### config.mk
export PLATFORM = sky130hd
export DESIGN_NAME = lsu_dcache_lookup
export DESIGN_NICKNAME = d
export VERILOG_FILES = /design/src/hdl/lsu_pkg.sv /design/src/hdl/lsu_ifs.sv /design/src/hdl/dc_tag_array.sv /design/src/hdl/mshq.sv /design/src/hdl/lsu_hit.sv /design/src/hdl/lsu_dcache_lookup.sv
export VERILOG_INCLUDE_DIRS = /design/src /design/src/hdl
export SDC_FILE = /design/constraint.sdc
export NUM_CORES = 1
export LEC_CHECK = 0
export BUFFER_PORTS_ARGS = -buffer_cell sky130_fd_sc_hd__buf_2
export CAP_MARGIN = 20
export CORE_MARGIN = 2
export CORE_UTILIZATION = 41
export CTS_BUF_LIST = sky130_fd_sc_hd__clkbuf_8
export DETAILED_ROUTE_END_ITERATION = 8
export SYNTH_ARGS = -nofsm -noshare
export SYNTH_HDL_FRONTEND = slang
export SYNTH_SLANG_ARGS = --single-unit
### constraint.sdc
create_clock -name clk -period 3.6 [get_ports clk]
set_input_delay 0.18 -clock clk [delete_from_list [all_inputs] [get_ports clk]]
set_output_delay 0.18 -clock clk [all_outputs]
set_load 0.02 [all_outputs]
### src/hdl/lsu_defs.svh
// Widths and depths shared by the D$ tag lookup stage and its MSHQ
// Include in any file that sizes a port, a field or a queue
`ifndef LSU_DEFS_SVH
`define LSU_DEFS_SVH

// Operation word widths
`define LSU_ADDR_WIDTH 32
`define LSU_TAG_WIDTH 6

// D$ geometry, 2-way with 16 sets of 32-byte lines
`define DC_BLOCK_WIDTH 5
`define DC_INDEX_WIDTH 4
`define DC_WAY_WIDTH 1

// Address bits above index and offset
`define DC_TAG_WIDTH 23

// Miss queue size
`define MSHQ_DEPTH 4
`define MSHQ_PTR_WIDTH 2

`endif

### src/hdl/lsu_pkg.sv
// Types shared by the load/store unit tag lookup blocks
// Referenced by scoped name from the RTL and the testbench
`include "lsu_defs.svh"

package lsu_pkg;

    // Memory operation function code
    typedef enum logic [1:0] {
        lsu_load     = 2'd0,
        lsu_store    = 2'd1,
        lsu_prefetch = 2'd2,
        lsu_none     = 2'd3
    } lsu_func_t;

    // Address word, either raw or split for the D$
    typedef union packed {
        logic [`LSU_ADDR_WIDTH-1:0] raw;
        struct packed {
            logic [`DC_TAG_WIDTH-1:0]   dc_tag;
            logic [`DC_INDEX_WIDTH-1:0] dc_index;
            logic [`DC_BLOCK_WIDTH-1:0] dc_offset;
        } fields;
    } dc_addr_t;

    // Result of one lookup
    typedef enum logic [1:0] {
        out_hit    = 2'd0,
        out_merged = 2'd1,
        out_miss   = 2'd2,
        out_replay = 2'd3
    } lsu_outcome_t;

endpackage

### src/hdl/lsu_ifs.sv
// Interfaces between the hit stage and the tag array and the miss queue
// Both return their results combinationally in the cycle of the request
`timescale 1ns/1ps
`include "lsu_defs.svh"

interface dc_tag_if;
    logic [`DC_INDEX_WIDTH-1:0] index;
    logic [`DC_TAG_WIDTH-1:0]   tag;
    logic                       hit;
    logic [`DC_WAY_WIDTH-1:0]   way;

    modport lookup (output index, output tag, input hit, input way);
    modport array (input index, input tag, output hit, output way);
endinterface

interface mshq_if;
    // Line is the address tag followed by the set index
    logic [`DC_TAG_WIDTH+`DC_INDEX_WIDTH-1:0] line;
    logic                                     match;
    logic                                     full;
    logic                                     enq_en;
    lsu_pkg::lsu_func_t                       enq_func;
    logic [`LSU_ADDR_WIDTH-1:0]               enq_addr;
    logic [`LSU_TAG_WIDTH-1:0]                enq_tag;

    modport requester (
        output line, output enq_en, output enq_func, output enq_addr, output enq_tag,
        input match, input full
    );
    modport queue (
        input line, input enq_en, input enq_func, input enq_addr, input enq_tag,
        output match, output full
    );
endinterface

### src/hdl/dc_tag_array.sv
// D$ tag memory with valid bits, 2 ways by 16 sets, held in flops
// Lookup port answers in the same cycle, APB slave reads and writes single entries
`timescale 1ns/1ps
`include "lsu_defs.svh"

module dc_tag_array (
    input  logic        clk,
    input  logic        i_reset,

    // APB slave for tag maintenance
    input  logic        i_psel,
    input  logic        i_penable,
    input  logic        i_pwrite,
    input  logic [11:0] i_paddr,
    input  logic [31:0] i_pwdata,
    output logic [31:0] o_prdata,
    output logic        o_pready,

    // Lookup from the hit stage
    dc_tag_if.array     tag
);

    localparam int num_sets = 1 << `DC_INDEX_WIDTH;
    localparam int num_ways = 1 << `DC_WAY_WIDTH;

    logic [num_sets-1:0][num_ways-1:0] valid_q;
    logic [`DC_TAG_WIDTH-1:0]          tag_q [num_sets][num_ways];

    logic [`DC_INDEX_WIDTH-1:0] apb_index;
    logic [`DC_WAY_WIDTH-1:0]   apb_way;
    logic                       apb_write;
    logic [num_ways-1:0]        way_match;

    // Word addressed entries, set in bits 5:2 and way in bit 6
    assign apb_index = i_paddr[`DC_INDEX_WIDTH+1:2];
    assign apb_way   = i_paddr[`DC_INDEX_WIDTH+2 +: `DC_WAY_WIDTH];

    // Write commits at the end of the access phase
    assign apb_write = i_psel && i_penable && i_pwrite;

    // No wait states
    assign o_pready = 1'b1;

    always_ff @(posedge clk) begin
        if (i_reset) begin
            valid_q <= '0;
        end else if (apb_write) begin
            valid_q[apb_index][apb_way] <= i_pwdata[31];
        end
    end

    always_ff @(posedge clk) begin
        if (apb_write) begin
            tag_q[apb_index][apb_way] <= i_pwdata[`DC_TAG_WIDTH-1:0];
        end
    end

    // Read data uses the write format, valid in bit 31 and tag in the low bits
    always_comb begin
        o_prdata = '0;
        o_prdata[31] = valid_q[apb_index][apb_way];
        o_prdata[`DC_TAG_WIDTH-1:0] = tag_q[apb_index][apb_way];
    end

    // Compare every way of the indexed set
    always_comb begin
        for (int w = 0; w < num_ways; w++) begin
            way_match[w] = valid_q[tag.index][w] && (tag_q[tag.index][w] == tag.tag);
        end
    end

    assign tag.hit = |way_match;

    always_comb begin
        tag.way = '0;
        for (int w = 0; w < num_ways; w++) begin
            if (way_match[w]) begin
                tag.way = `DC_WAY_WIDTH'(w);
            end
        end
    end

    // Software must never place one line in two ways of a set
    a_single_way_match: assert property (
        @(posedge clk) disable iff (i_reset)
        $onehot0(way_match)
    ) else $error("dc_tag_array: line valid in more than one way of set %0d", tag.index);

endmodule

### src/hdl/mshq.sv
// Miss status holding queue, four entries kept as a circular buffer
// Reports a pending line to the hit stage and sends misses to memory oldest first
`timescale 1ns/1ps
`include "lsu_defs.svh"

module mshq (
    input  logic                       clk,
    input  logic                       i_reset,

    // Request port to memory
    output logic                       o_miss_valid,
    output lsu_pkg::lsu_func_t         o_miss_func,
    output logic [`LSU_ADDR_WIDTH-1:0] o_miss_addr,
    output logic [`LSU_TAG_WIDTH-1:0]  o_miss_tag,
    input  logic                       i_miss_ready,

    // Search and enqueue from the hit stage
    mshq_if.queue                      q
);

    localparam int line_lsb = `DC_BLOCK_WIDTH;

    logic [`MSHQ_PTR_WIDTH-1:0] head_q;
    logic [`MSHQ_PTR_WIDTH-1:0] tail_q;
    logic [`MSHQ_PTR_WIDTH:0]   count_q;
    logic [`MSHQ_DEPTH-1:0]     ent_valid_q;

    // Entry payload
    lsu_pkg::lsu_func_t         ent_func_q [`MSHQ_DEPTH];
    logic [`LSU_ADDR_WIDTH-1:0] ent_addr_q [`MSHQ_DEPTH];
    logic [`LSU_TAG_WIDTH-1:0]  ent_tag_q  [`MSHQ_DEPTH];

    logic                       xfer;
    logic [`MSHQ_DEPTH-1:0]     ent_match;

    assign q.full = (count_q == (`MSHQ_PTR_WIDTH+1)'(`MSHQ_DEPTH));

    // Line compare over every occupied entry
    always_comb begin
        for (int i = 0; i < `MSHQ_DEPTH; i++) begin
            ent_match[i] = ent_valid_q[i] &&
                (ent_addr_q[i][`LSU_ADDR_WIDTH-1:line_lsb] == q.line);
        end
    end

    assign q.match = |ent_match;

    // Head of the queue goes to memory
    assign o_miss_valid = ent_valid_q[head_q];
    assign o_miss_func  = ent_func_q[head_q];
    assign o_miss_addr  = ent_addr_q[head_q];
    assign o_miss_tag   = ent_tag_q[head_q];

    assign xfer = o_miss_valid && i_miss_ready;

    always_ff @(posedge clk) begin
        if (i_reset) begin
            head_q      <= '0;
            tail_q      <= '0;
            count_q     <= '0;
            ent_valid_q <= '0;
        end else begin
            if (q.enq_en) begin
                ent_valid_q[tail_q] <= 1'b1;
                tail_q              <= tail_q + 1'b1;
            end
            // Head and tail only coincide when empty or full, so no clash here
            if (xfer) begin
                ent_valid_q[head_q] <= 1'b0;
                head_q              <= head_q + 1'b1;
            end
            case ({q.enq_en, xfer})
                2'b10:   count_q <= count_q + 1'b1;
                2'b01:   count_q <= count_q - 1'b1;
                default: count_q <= count_q;
            endcase
        end
    end

    always_ff @(posedge clk) begin
        if (q.enq_en) begin
            ent_func_q[tail_q] <= q.enq_func;
            ent_addr_q[tail_q] <= q.enq_addr;
            ent_tag_q[tail_q]  <= q.enq_tag;
        end
    end

    // Hit stage must turn a miss into a replay when the queue is full
    a_no_enq_when_full: assert property (
        @(posedge clk) disable iff (i_reset)
        q.enq_en |-> !q.full
    ) else $error("mshq: enqueue while full");

    // A stalled request holds until memory takes it
    a_miss_stable: assert property (
        @(posedge clk) disable iff (i_reset)
        (o_miss_valid && !i_miss_ready) |=>
            (o_miss_valid && $stable(o_miss_addr) && $stable(o_miss_tag) &&
             $stable(o_miss_func))
    ) else $error("mshq: miss request changed while stalled");

endmodule

### src/hdl/lsu_hit.sv
// Hit stage of the LSU that looks up the D$ tags and the MSHQ in one cycle
// Registers one outcome per operation and sends primary misses to the MSHQ
`timescale 1ns/1ps
`include "lsu_defs.svh"

module lsu_hit (
    input  logic                       clk,
    input  logic                       i_reset,

    // Operation from the previous LSU stage
    input  logic                       i_valid,
    input  lsu_pkg::lsu_func_t         i_func,
    input  lsu_pkg::dc_addr_t          i_addr,
    input  logic [`LSU_TAG_WIDTH-1:0]  i_tag,

    // Result to the next LSU stage
    output logic                       o_valid,
    output lsu_pkg::lsu_outcome_t      o_outcome,
    output logic [`DC_WAY_WIDTH-1:0]   o_way,
    output lsu_pkg::lsu_func_t         o_func,
    output logic [`LSU_ADDR_WIDTH-1:0] o_addr,
    output logic [`LSU_TAG_WIDTH-1:0]  o_tag,

    dc_tag_if.lookup                   dc,
    mshq_if.requester                  mq
);

    lsu_pkg::lsu_outcome_t outcome;
    logic                  enq;

    // Same line address feeds both lookups
    assign dc.index = i_addr.fields.dc_index;
    assign dc.tag   = i_addr.fields.dc_tag;
    assign mq.line  = {i_addr.fields.dc_tag, i_addr.fields.dc_index};

    // Priority is hit, then pending line, then queue space
    always_comb begin
        outcome = lsu_pkg::out_miss;
        enq     = 1'b0;
        if (dc.hit) begin
            outcome = lsu_pkg::out_hit;
        end else if (mq.match) begin
            outcome = lsu_pkg::out_merged;
        end else if (mq.full) begin
            outcome = lsu_pkg::out_replay;
        end else begin
            enq = i_valid;
        end
    end

    // Primary miss is written into the MSHQ at the edge that registers the result
    assign mq.enq_en   = enq;
    assign mq.enq_func = i_func;
    assign mq.enq_addr = i_addr.raw;
    assign mq.enq_tag  = i_tag;

    always_ff @(posedge clk) begin
        if (i_reset) begin
            o_valid <= 1'b0;
        end else begin
            o_valid <= i_valid;
        end
    end

    always_ff @(posedge clk) begin
        o_outcome <= outcome;
        o_way     <= dc.way;
        o_func    <= i_func;
        o_addr    <= i_addr.raw;
        o_tag     <= i_tag;
    end

    // A line just sent to the MSHQ is already pending for the next lookup of it
    a_enq_seen_next: assert property (
        @(posedge clk) disable iff (i_reset)
        mq.enq_en |=>
            (!(i_valid && mq.line == $past(mq.line)) || mq.match || dc.hit)
    ) else $error("lsu_hit: line just enqueued not seen by the next lookup");

endmodule

### src/hdl/lsu_dcache_lookup.sv
// Top level of the D$ tag lookup stage of the load/store unit
// Wires the hit stage to the tag array and the MSHQ, with APB and miss ports
`timescale 1ns/1ps
`include "lsu_defs.svh"

module lsu_dcache_lookup (
    input  logic                       clk,
    input  logic                       i_reset,

    // Operation in
    input  logic                       i_valid,
    input  lsu_pkg::lsu_func_t         i_func,
    input  logic [`LSU_ADDR_WIDTH-1:0] i_addr,
    input  logic [`LSU_TAG_WIDTH-1:0]  i_tag,

    // Result out, one cycle later
    output logic                       o_valid,
    output lsu_pkg::lsu_outcome_t      o_outcome,
    output logic [`DC_WAY_WIDTH-1:0]   o_way,
    output lsu_pkg::lsu_func_t         o_func,
    output logic [`LSU_ADDR_WIDTH-1:0] o_addr,
    output logic [`LSU_TAG_WIDTH-1:0]  o_tag,

    // APB access to the tag entries
    input  logic                       i_psel,
    input  logic                       i_penable,
    input  logic                       i_pwrite,
    input  logic [11:0]                i_paddr,
    input  logic [31:0]                i_pwdata,
    output logic [31:0]                o_prdata,
    output logic                       o_pready,

    // Miss requests to memory
    output logic                       o_miss_valid,
    output lsu_pkg::lsu_func_t         o_miss_func,
    output logic [`LSU_ADDR_WIDTH-1:0] o_miss_addr,
    output logic [`LSU_TAG_WIDTH-1:0]  o_miss_tag,
    input  logic                       i_miss_ready
);

    dc_tag_if dc_tag_bus ();
    mshq_if   mshq_bus ();

    lsu_hit hit_i (
        .clk       (clk),
        .i_reset   (i_reset),
        .i_valid   (i_valid),
        .i_func    (i_func),
        .i_addr    (i_addr),
        .i_tag     (i_tag),
        .o_valid   (o_valid),
        .o_outcome (o_outcome),
        .o_way     (o_way),
        .o_func    (o_func),
        .o_addr    (o_addr),
        .o_tag     (o_tag),
        .dc        (dc_tag_bus.lookup),
        .mq        (mshq_bus.requester)
    );

    dc_tag_array tag_array_i (
        .clk       (clk),
        .i_reset   (i_reset),
        .i_psel    (i_psel),
        .i_penable (i_penable),
        .i_pwrite  (i_pwrite),
        .i_paddr   (i_paddr),
        .i_pwdata  (i_pwdata),
        .o_prdata  (o_prdata),
        .o_pready  (o_pready),
        .tag       (dc_tag_bus.array)
    );

    mshq mshq_i (
        .clk          (clk),
        .i_reset      (i_reset),
        .o_miss_valid (o_miss_valid),
        .o_miss_func  (o_miss_func),
        .o_miss_addr  (o_miss_addr),
        .o_miss_tag   (o_miss_tag),
        .i_miss_ready (i_miss_ready),
        .q            (mshq_bus.queue)
    );

endmodule

==> Flow_metrics.wiki <==
{| class="wikitable"
! Metric !! Value
|-
| Status || finished, violations left
|-
| Failing checks || negative setup slack
|-
| Drt pass-1 iters || 6
|-
| Antenna violations before repair || 3
|-
| Insertion delay of the later-clocked pin in the worst-skew pair || 0.87 ns
|-
| Dominant synthesized flop cell || sky130_fd_sc_hd__edfxtp_1
|-
| Endpoints failing hold || 0
|-
| Sequential cell area || 28,690 um2
|-
| Worst-Margin Slew || 1.013 ns
|-
| Final hold slack || 0.09439 ns
|-
| Final worst-path setup slack || -0.01222 ns
|-
| Final Skew || 0.04587 ns
|-
| Max Cap Violations || 0
|-
| Global routing usage on met1 || 34.38%
|-
| Via count normalized by instance count || 6.031
|-
| Final Critical Period || 3.612 ns
|-
| Mapped cell area || 45,390 um2
|-
| # clock sinks || 985
|-
| CTS tree || built
|-
| Fill count || 9,112
|-
| Final routed DRC violation total || 0
|-
| Number of CTS-inserted buffers || 167
|-
| Data required time at the worst endpoint || 4.38 ns
|-
| Gate count of the mapped netlist || 2,382
|-
| Internal power || 18,840 uW
|-
| Count of synthesis-stage warnings from yosys || 0
|-
| Number of nets at the end of the flow || 3,022
|-
| Static leakage power || 0.01828 uW
|-
| Vert. Die Dim || 336.7 um
|-
| Share of total power in combinational logic || 11.3%
|-
| Reg clk slew, reported paths || 0.06 ns
|-
| Maximum number of pins on one net before global-route repair || 68
|-
| Net Sw Frac || 25.52%
|-
| Worst hold-check path type || input port to flop
|-
| Most instantiated cells after synthesis || sky130_fd_sc_hd__edfxtp_1, sky130_fd_sc_hd__mux4_2, sky130_fd_sc_hd__nand2_1
|-
| Number of synthesized register bits || 985
|-
| Part of the power in registers || 50.3%
|-
| Synth-to-layout area growth || 19.53%
|-
| Cell type with the highest aggregate area in the netlist || sky130_fd_sc_hd__edfxtp_1
|-
| Number of H-tree levels || 4
|-
| CTS Root Cell || sky130_fd_sc_hd__clkbuf_8
|-
| Overflow after GRT || 0
|-
| Worst Setup Path Type || flop to flop
|-
| All-layer global routing usage || 25.41%
|-
| Post-detailed-route count of antenna-violating nets || 0
|-
| Distinct cell type count after synthesis || 71
|-
| Starting Density || 41.19%
|-
| Setup-violating endpoint count in the final report || 1
|-
| Highest cell delay on the worst timing path || 0.63 ns
|-
| Main area contributors after synthesis || sky130_fd_sc_hd__edfxtp_1, sky130_fd_sc_hd__mux4_2, sky130_fd_sc_hd__dfxtp_1, sky130_fd_sc_hd__mux2i_1, sky130_fd_sc_hd__xnor2_1
|-
| Count of buffers from port buffering || 184
|-
| Dominant cell by count in the synthesized netlist || sky130_fd_sc_hd__edfxtp_1
|-
| Share of flip-flops with an asynchronous set or reset || 0%
|-
| Width of the die || 336.7 um
|-
| Power after layout || 25,290 uW
|-
| Met2 usage || 41.27%
|-
| Final period util || 100.3%
|-
| Worst setup SP type || flop
|-
| Vias post-DR || 27.39k
|-
| Core area || 110,200 um2
|-
| Clk network pwr share || 38.4%
|-
| Initial DRC Count || 3,526
|-
| Relative slew slack || 32.50%
|-
| Max Fclk || 276.8 MHz
|-
| Number of synthesized flops with an enable pin || 896
|-
| Final routed wire length divided by cell count || 31.53 um
|-
| Average cell area after synthesis || 19.06 um2
|-
| Most Used Layer, Global Route || met2
|-
| Sequential share of the synthesized area || 63.20%
|-
| Vias in the first global route || 28.24k
|-
| Die area || 113,400 um2
|-
| Ordered list of cells on the worst path || mux4_2 > mux4_2 > xnor2_2 > nand4_1 > nor4b_2 > and4_4 > nor2_4 > inv_2 > ha_4 > fa_2 > xnor2_2 > or3_4 > a21oi_2
|-
| Routability congestion estimate from global placement || 0.9004
|-
| Area share of the largest cell type after synthesis || 59.27%
|-
| Wire length of the first global-routing pass || 203.5 mm
|-
| Proportion of layout cells with a drive suffix above 1 || 40.18%
|-
| IO Pins || 209
|-
| Multi-input gate area in the final layout || 16,000 um2
|-
| Cell family contributing the most delay on the critical path || simple AND/OR/NAND/NOR gates
|-
| CP Capture Type || flop
|-
| Standard-cell rows || 122
|-
| Total power divided by cell area || 466.2 nW/um2
|-
| Slowest library cell on the worst path || sky130_fd_sc_hd__mux4_2
|-
| Placed wire-length estimate || 92.13 mm
|-
| Maximum vdd ir drop || 0.3212 mV
|-
| Worst-path maximum fanout || 2
|-
| CP Buf/Inv Count || 1
|-
| Global routing met3 resource utilization || 5.205%
|-
| Final count of pins violating max slew || 0
|-
| Aggregate routed wire length || 143.2 mm
|-
| Maximum clock insertion buffer count || 3
|-
| Net switching power || 6454 uW
|-
| RSZ-0062 raised after global routing || true
|-
| Data arrival time of the critical path || 4.39 ns
|}
-- cell families after synthesis --
kind of cell	share of synthesized area, %
fa+ha+maj	0.2922
mux	25.27
other cells	0.01654
simple gates	3.244
xor+xnor	3.233
flops	63.20
compound gates	2.219
buf+inv	2.525
-- path summary, 6_finish.rpt --
kind	from	end	slack, ns	depth (start not counted)
max	tag_array_i.tag_q[10][17]	mshq_i.count_q[2]	-0.01	13
min reg2reg	tag_array_i.valid_q[27]	tag_array_i.valid_q[27]	0.49	2
max reg2reg	tag_array_i.tag_q[10][17]	mshq_i.count_q[2]	-0.01	13
min	i_addr[12]	hit_i.o_addr[12]	0.09	2
-- metrics by stage --
step           util (%)  setup WS (ns)  cell area (um2)  setup TNS, ns  cells
4_1_cts           49.08       0.001733            54090              0   4537
5_1_grt           49.23        -0.1108            54250        -0.1108   4540
2_1_floorplan         -        0.01058            45440              0   2389
3_5_place_dp      45.38        -0.4365            50010         -34.12   4150
3_3_place_gp      45.38        -0.4854            50010         -30.39   4150
6_report          49.23       -0.01222            54260       -0.01222   4542
-- routing by layer --
layer  vias to the layer above  part of all wire, %
met3                       256                  9.0
met2                      1611                   48
met4                         4                  3.0
met1                     14520                   40
met5                         -                0.019
li1                      11010                    -
-- sequential cells by signal (all words and copies together), names as in the netlist, 2 cells and up, named ones only --
signal / cells
mshq_i.ent_addr_q: 128
hit_i.o_addr: 32
tag_array_i.tag_q: 736
tag_array_i.valid_q: 32
hit_i.o_tag: 6
mshq_i.count_q: 3
mshq_i.head_q: 2
hit_i.o_outcome: 2
mshq_i.tail_q: 2
mshq_i.ent_valid_q: 4
mshq_i.ent_func_q: 8
mshq_i.ent_tag_q: 24
hit_i.o_func: 2
-- final cells by class --
cell class / instances / area share (%)
flip-flops and latches: 985 / 52.88
multi-input cells: 1210 / 29.50
repair buffers: 542 / 8.212
clock buffers: 177 / 4.490
well taps: 1488 / 3.431
clock inverters: 122 / 1.379
inverters: 15 / 0.1038
diodes: 3 / 0.01384
-- cells in the final DEF, fill, tap and decap left out, types with 7 or more instances in the layout --
cell type,instances
sky130_fd_sc_hd__edfxtp_1,896
sky130_fd_sc_hd__mux4_2,446
sky130_fd_sc_hd__buf_4,231
sky130_fd_sc_hd__clkbuf_8,179
sky130_fd_sc_hd__buf_2,176
sky130_fd_sc_hd__nand2_1,125
sky130_fd_sc_hd__mux2i_1,87
sky130_fd_sc_hd__dfxtp_1,87
sky130_fd_sc_hd__xnor2_1,85
sky130_fd_sc_hd__dlygate4sd3_1,83
sky130_fd_sc_hd__xor2_1,71
sky130_fd_sc_hd__inv_1,54
sky130_fd_sc_hd__buf_12,47
sky130_fd_sc_hd__a21oi_1,38
sky130_fd_sc_hd__o21ai_0,36
sky130_fd_sc_hd__clkinv_1,34
sky130_fd_sc_hd__nor2_4,33
sky130_fd_sc_hd__nor2_1,31
sky130_fd_sc_hd__nand4_1,29
sky130_fd_sc_hd__clkinv_2,25
sky130_fd_sc_hd__nor4_1,21
sky130_fd_sc_hd__nor2b_1,15
sky130_fd_sc_hd__a22oi_1,15
sky130_fd_sc_hd__mux4_1,13
sky130_fd_sc_hd__mux2_2,11
sky130_fd_sc_hd__nand3_1,10
sky130_fd_sc_hd__xnor2_2,9
sky130_fd_sc_hd__conb_1,9
sky130_fd_sc_hd__a211oi_1,8
sky130_fd_sc_hd__ha_1,8
sky130_fd_sc_hd__mux2i_2,7
-- worst reg2reg max path: cells and delay by family, from the launching register on --
kind | cells | cell delay [ns]
multiplexers | 2 | 1.11
adder cells (fa/ha/maj) | 2 | 0.35
buffers and inverters | 1 | 0.08
XOR/XNOR | 2 | 0.30
AND/OR/NAND/NOR | 5 | 1.16
AO/OA/AOI/OAI | 1 | 0.14
flip-flops | 1 | 0.39
-- power by group through the flow --
stage	logic [uW]	registers (uW)	clock network, uW
after CTS	2830	12700	9900
after global routing	3010	12700	10400
after detailed placement	2740	13000	0
after global placement	2710	12900	0
final	2850	12700	9720
after floorplan	1570	13000	0
-- timing repair --
action / 4_1_cts / 5_1_grt
pin swaps: 7 / 14
resized for setup: 8 / 27
endpoints found under the hold margin: 977 / 0
setup endpoints to repair: 6 / 20
buffers inserted: 5 / 2
hold buffers: 83 / 0
No activity file was read; power rests on OpenSTA's default activity.
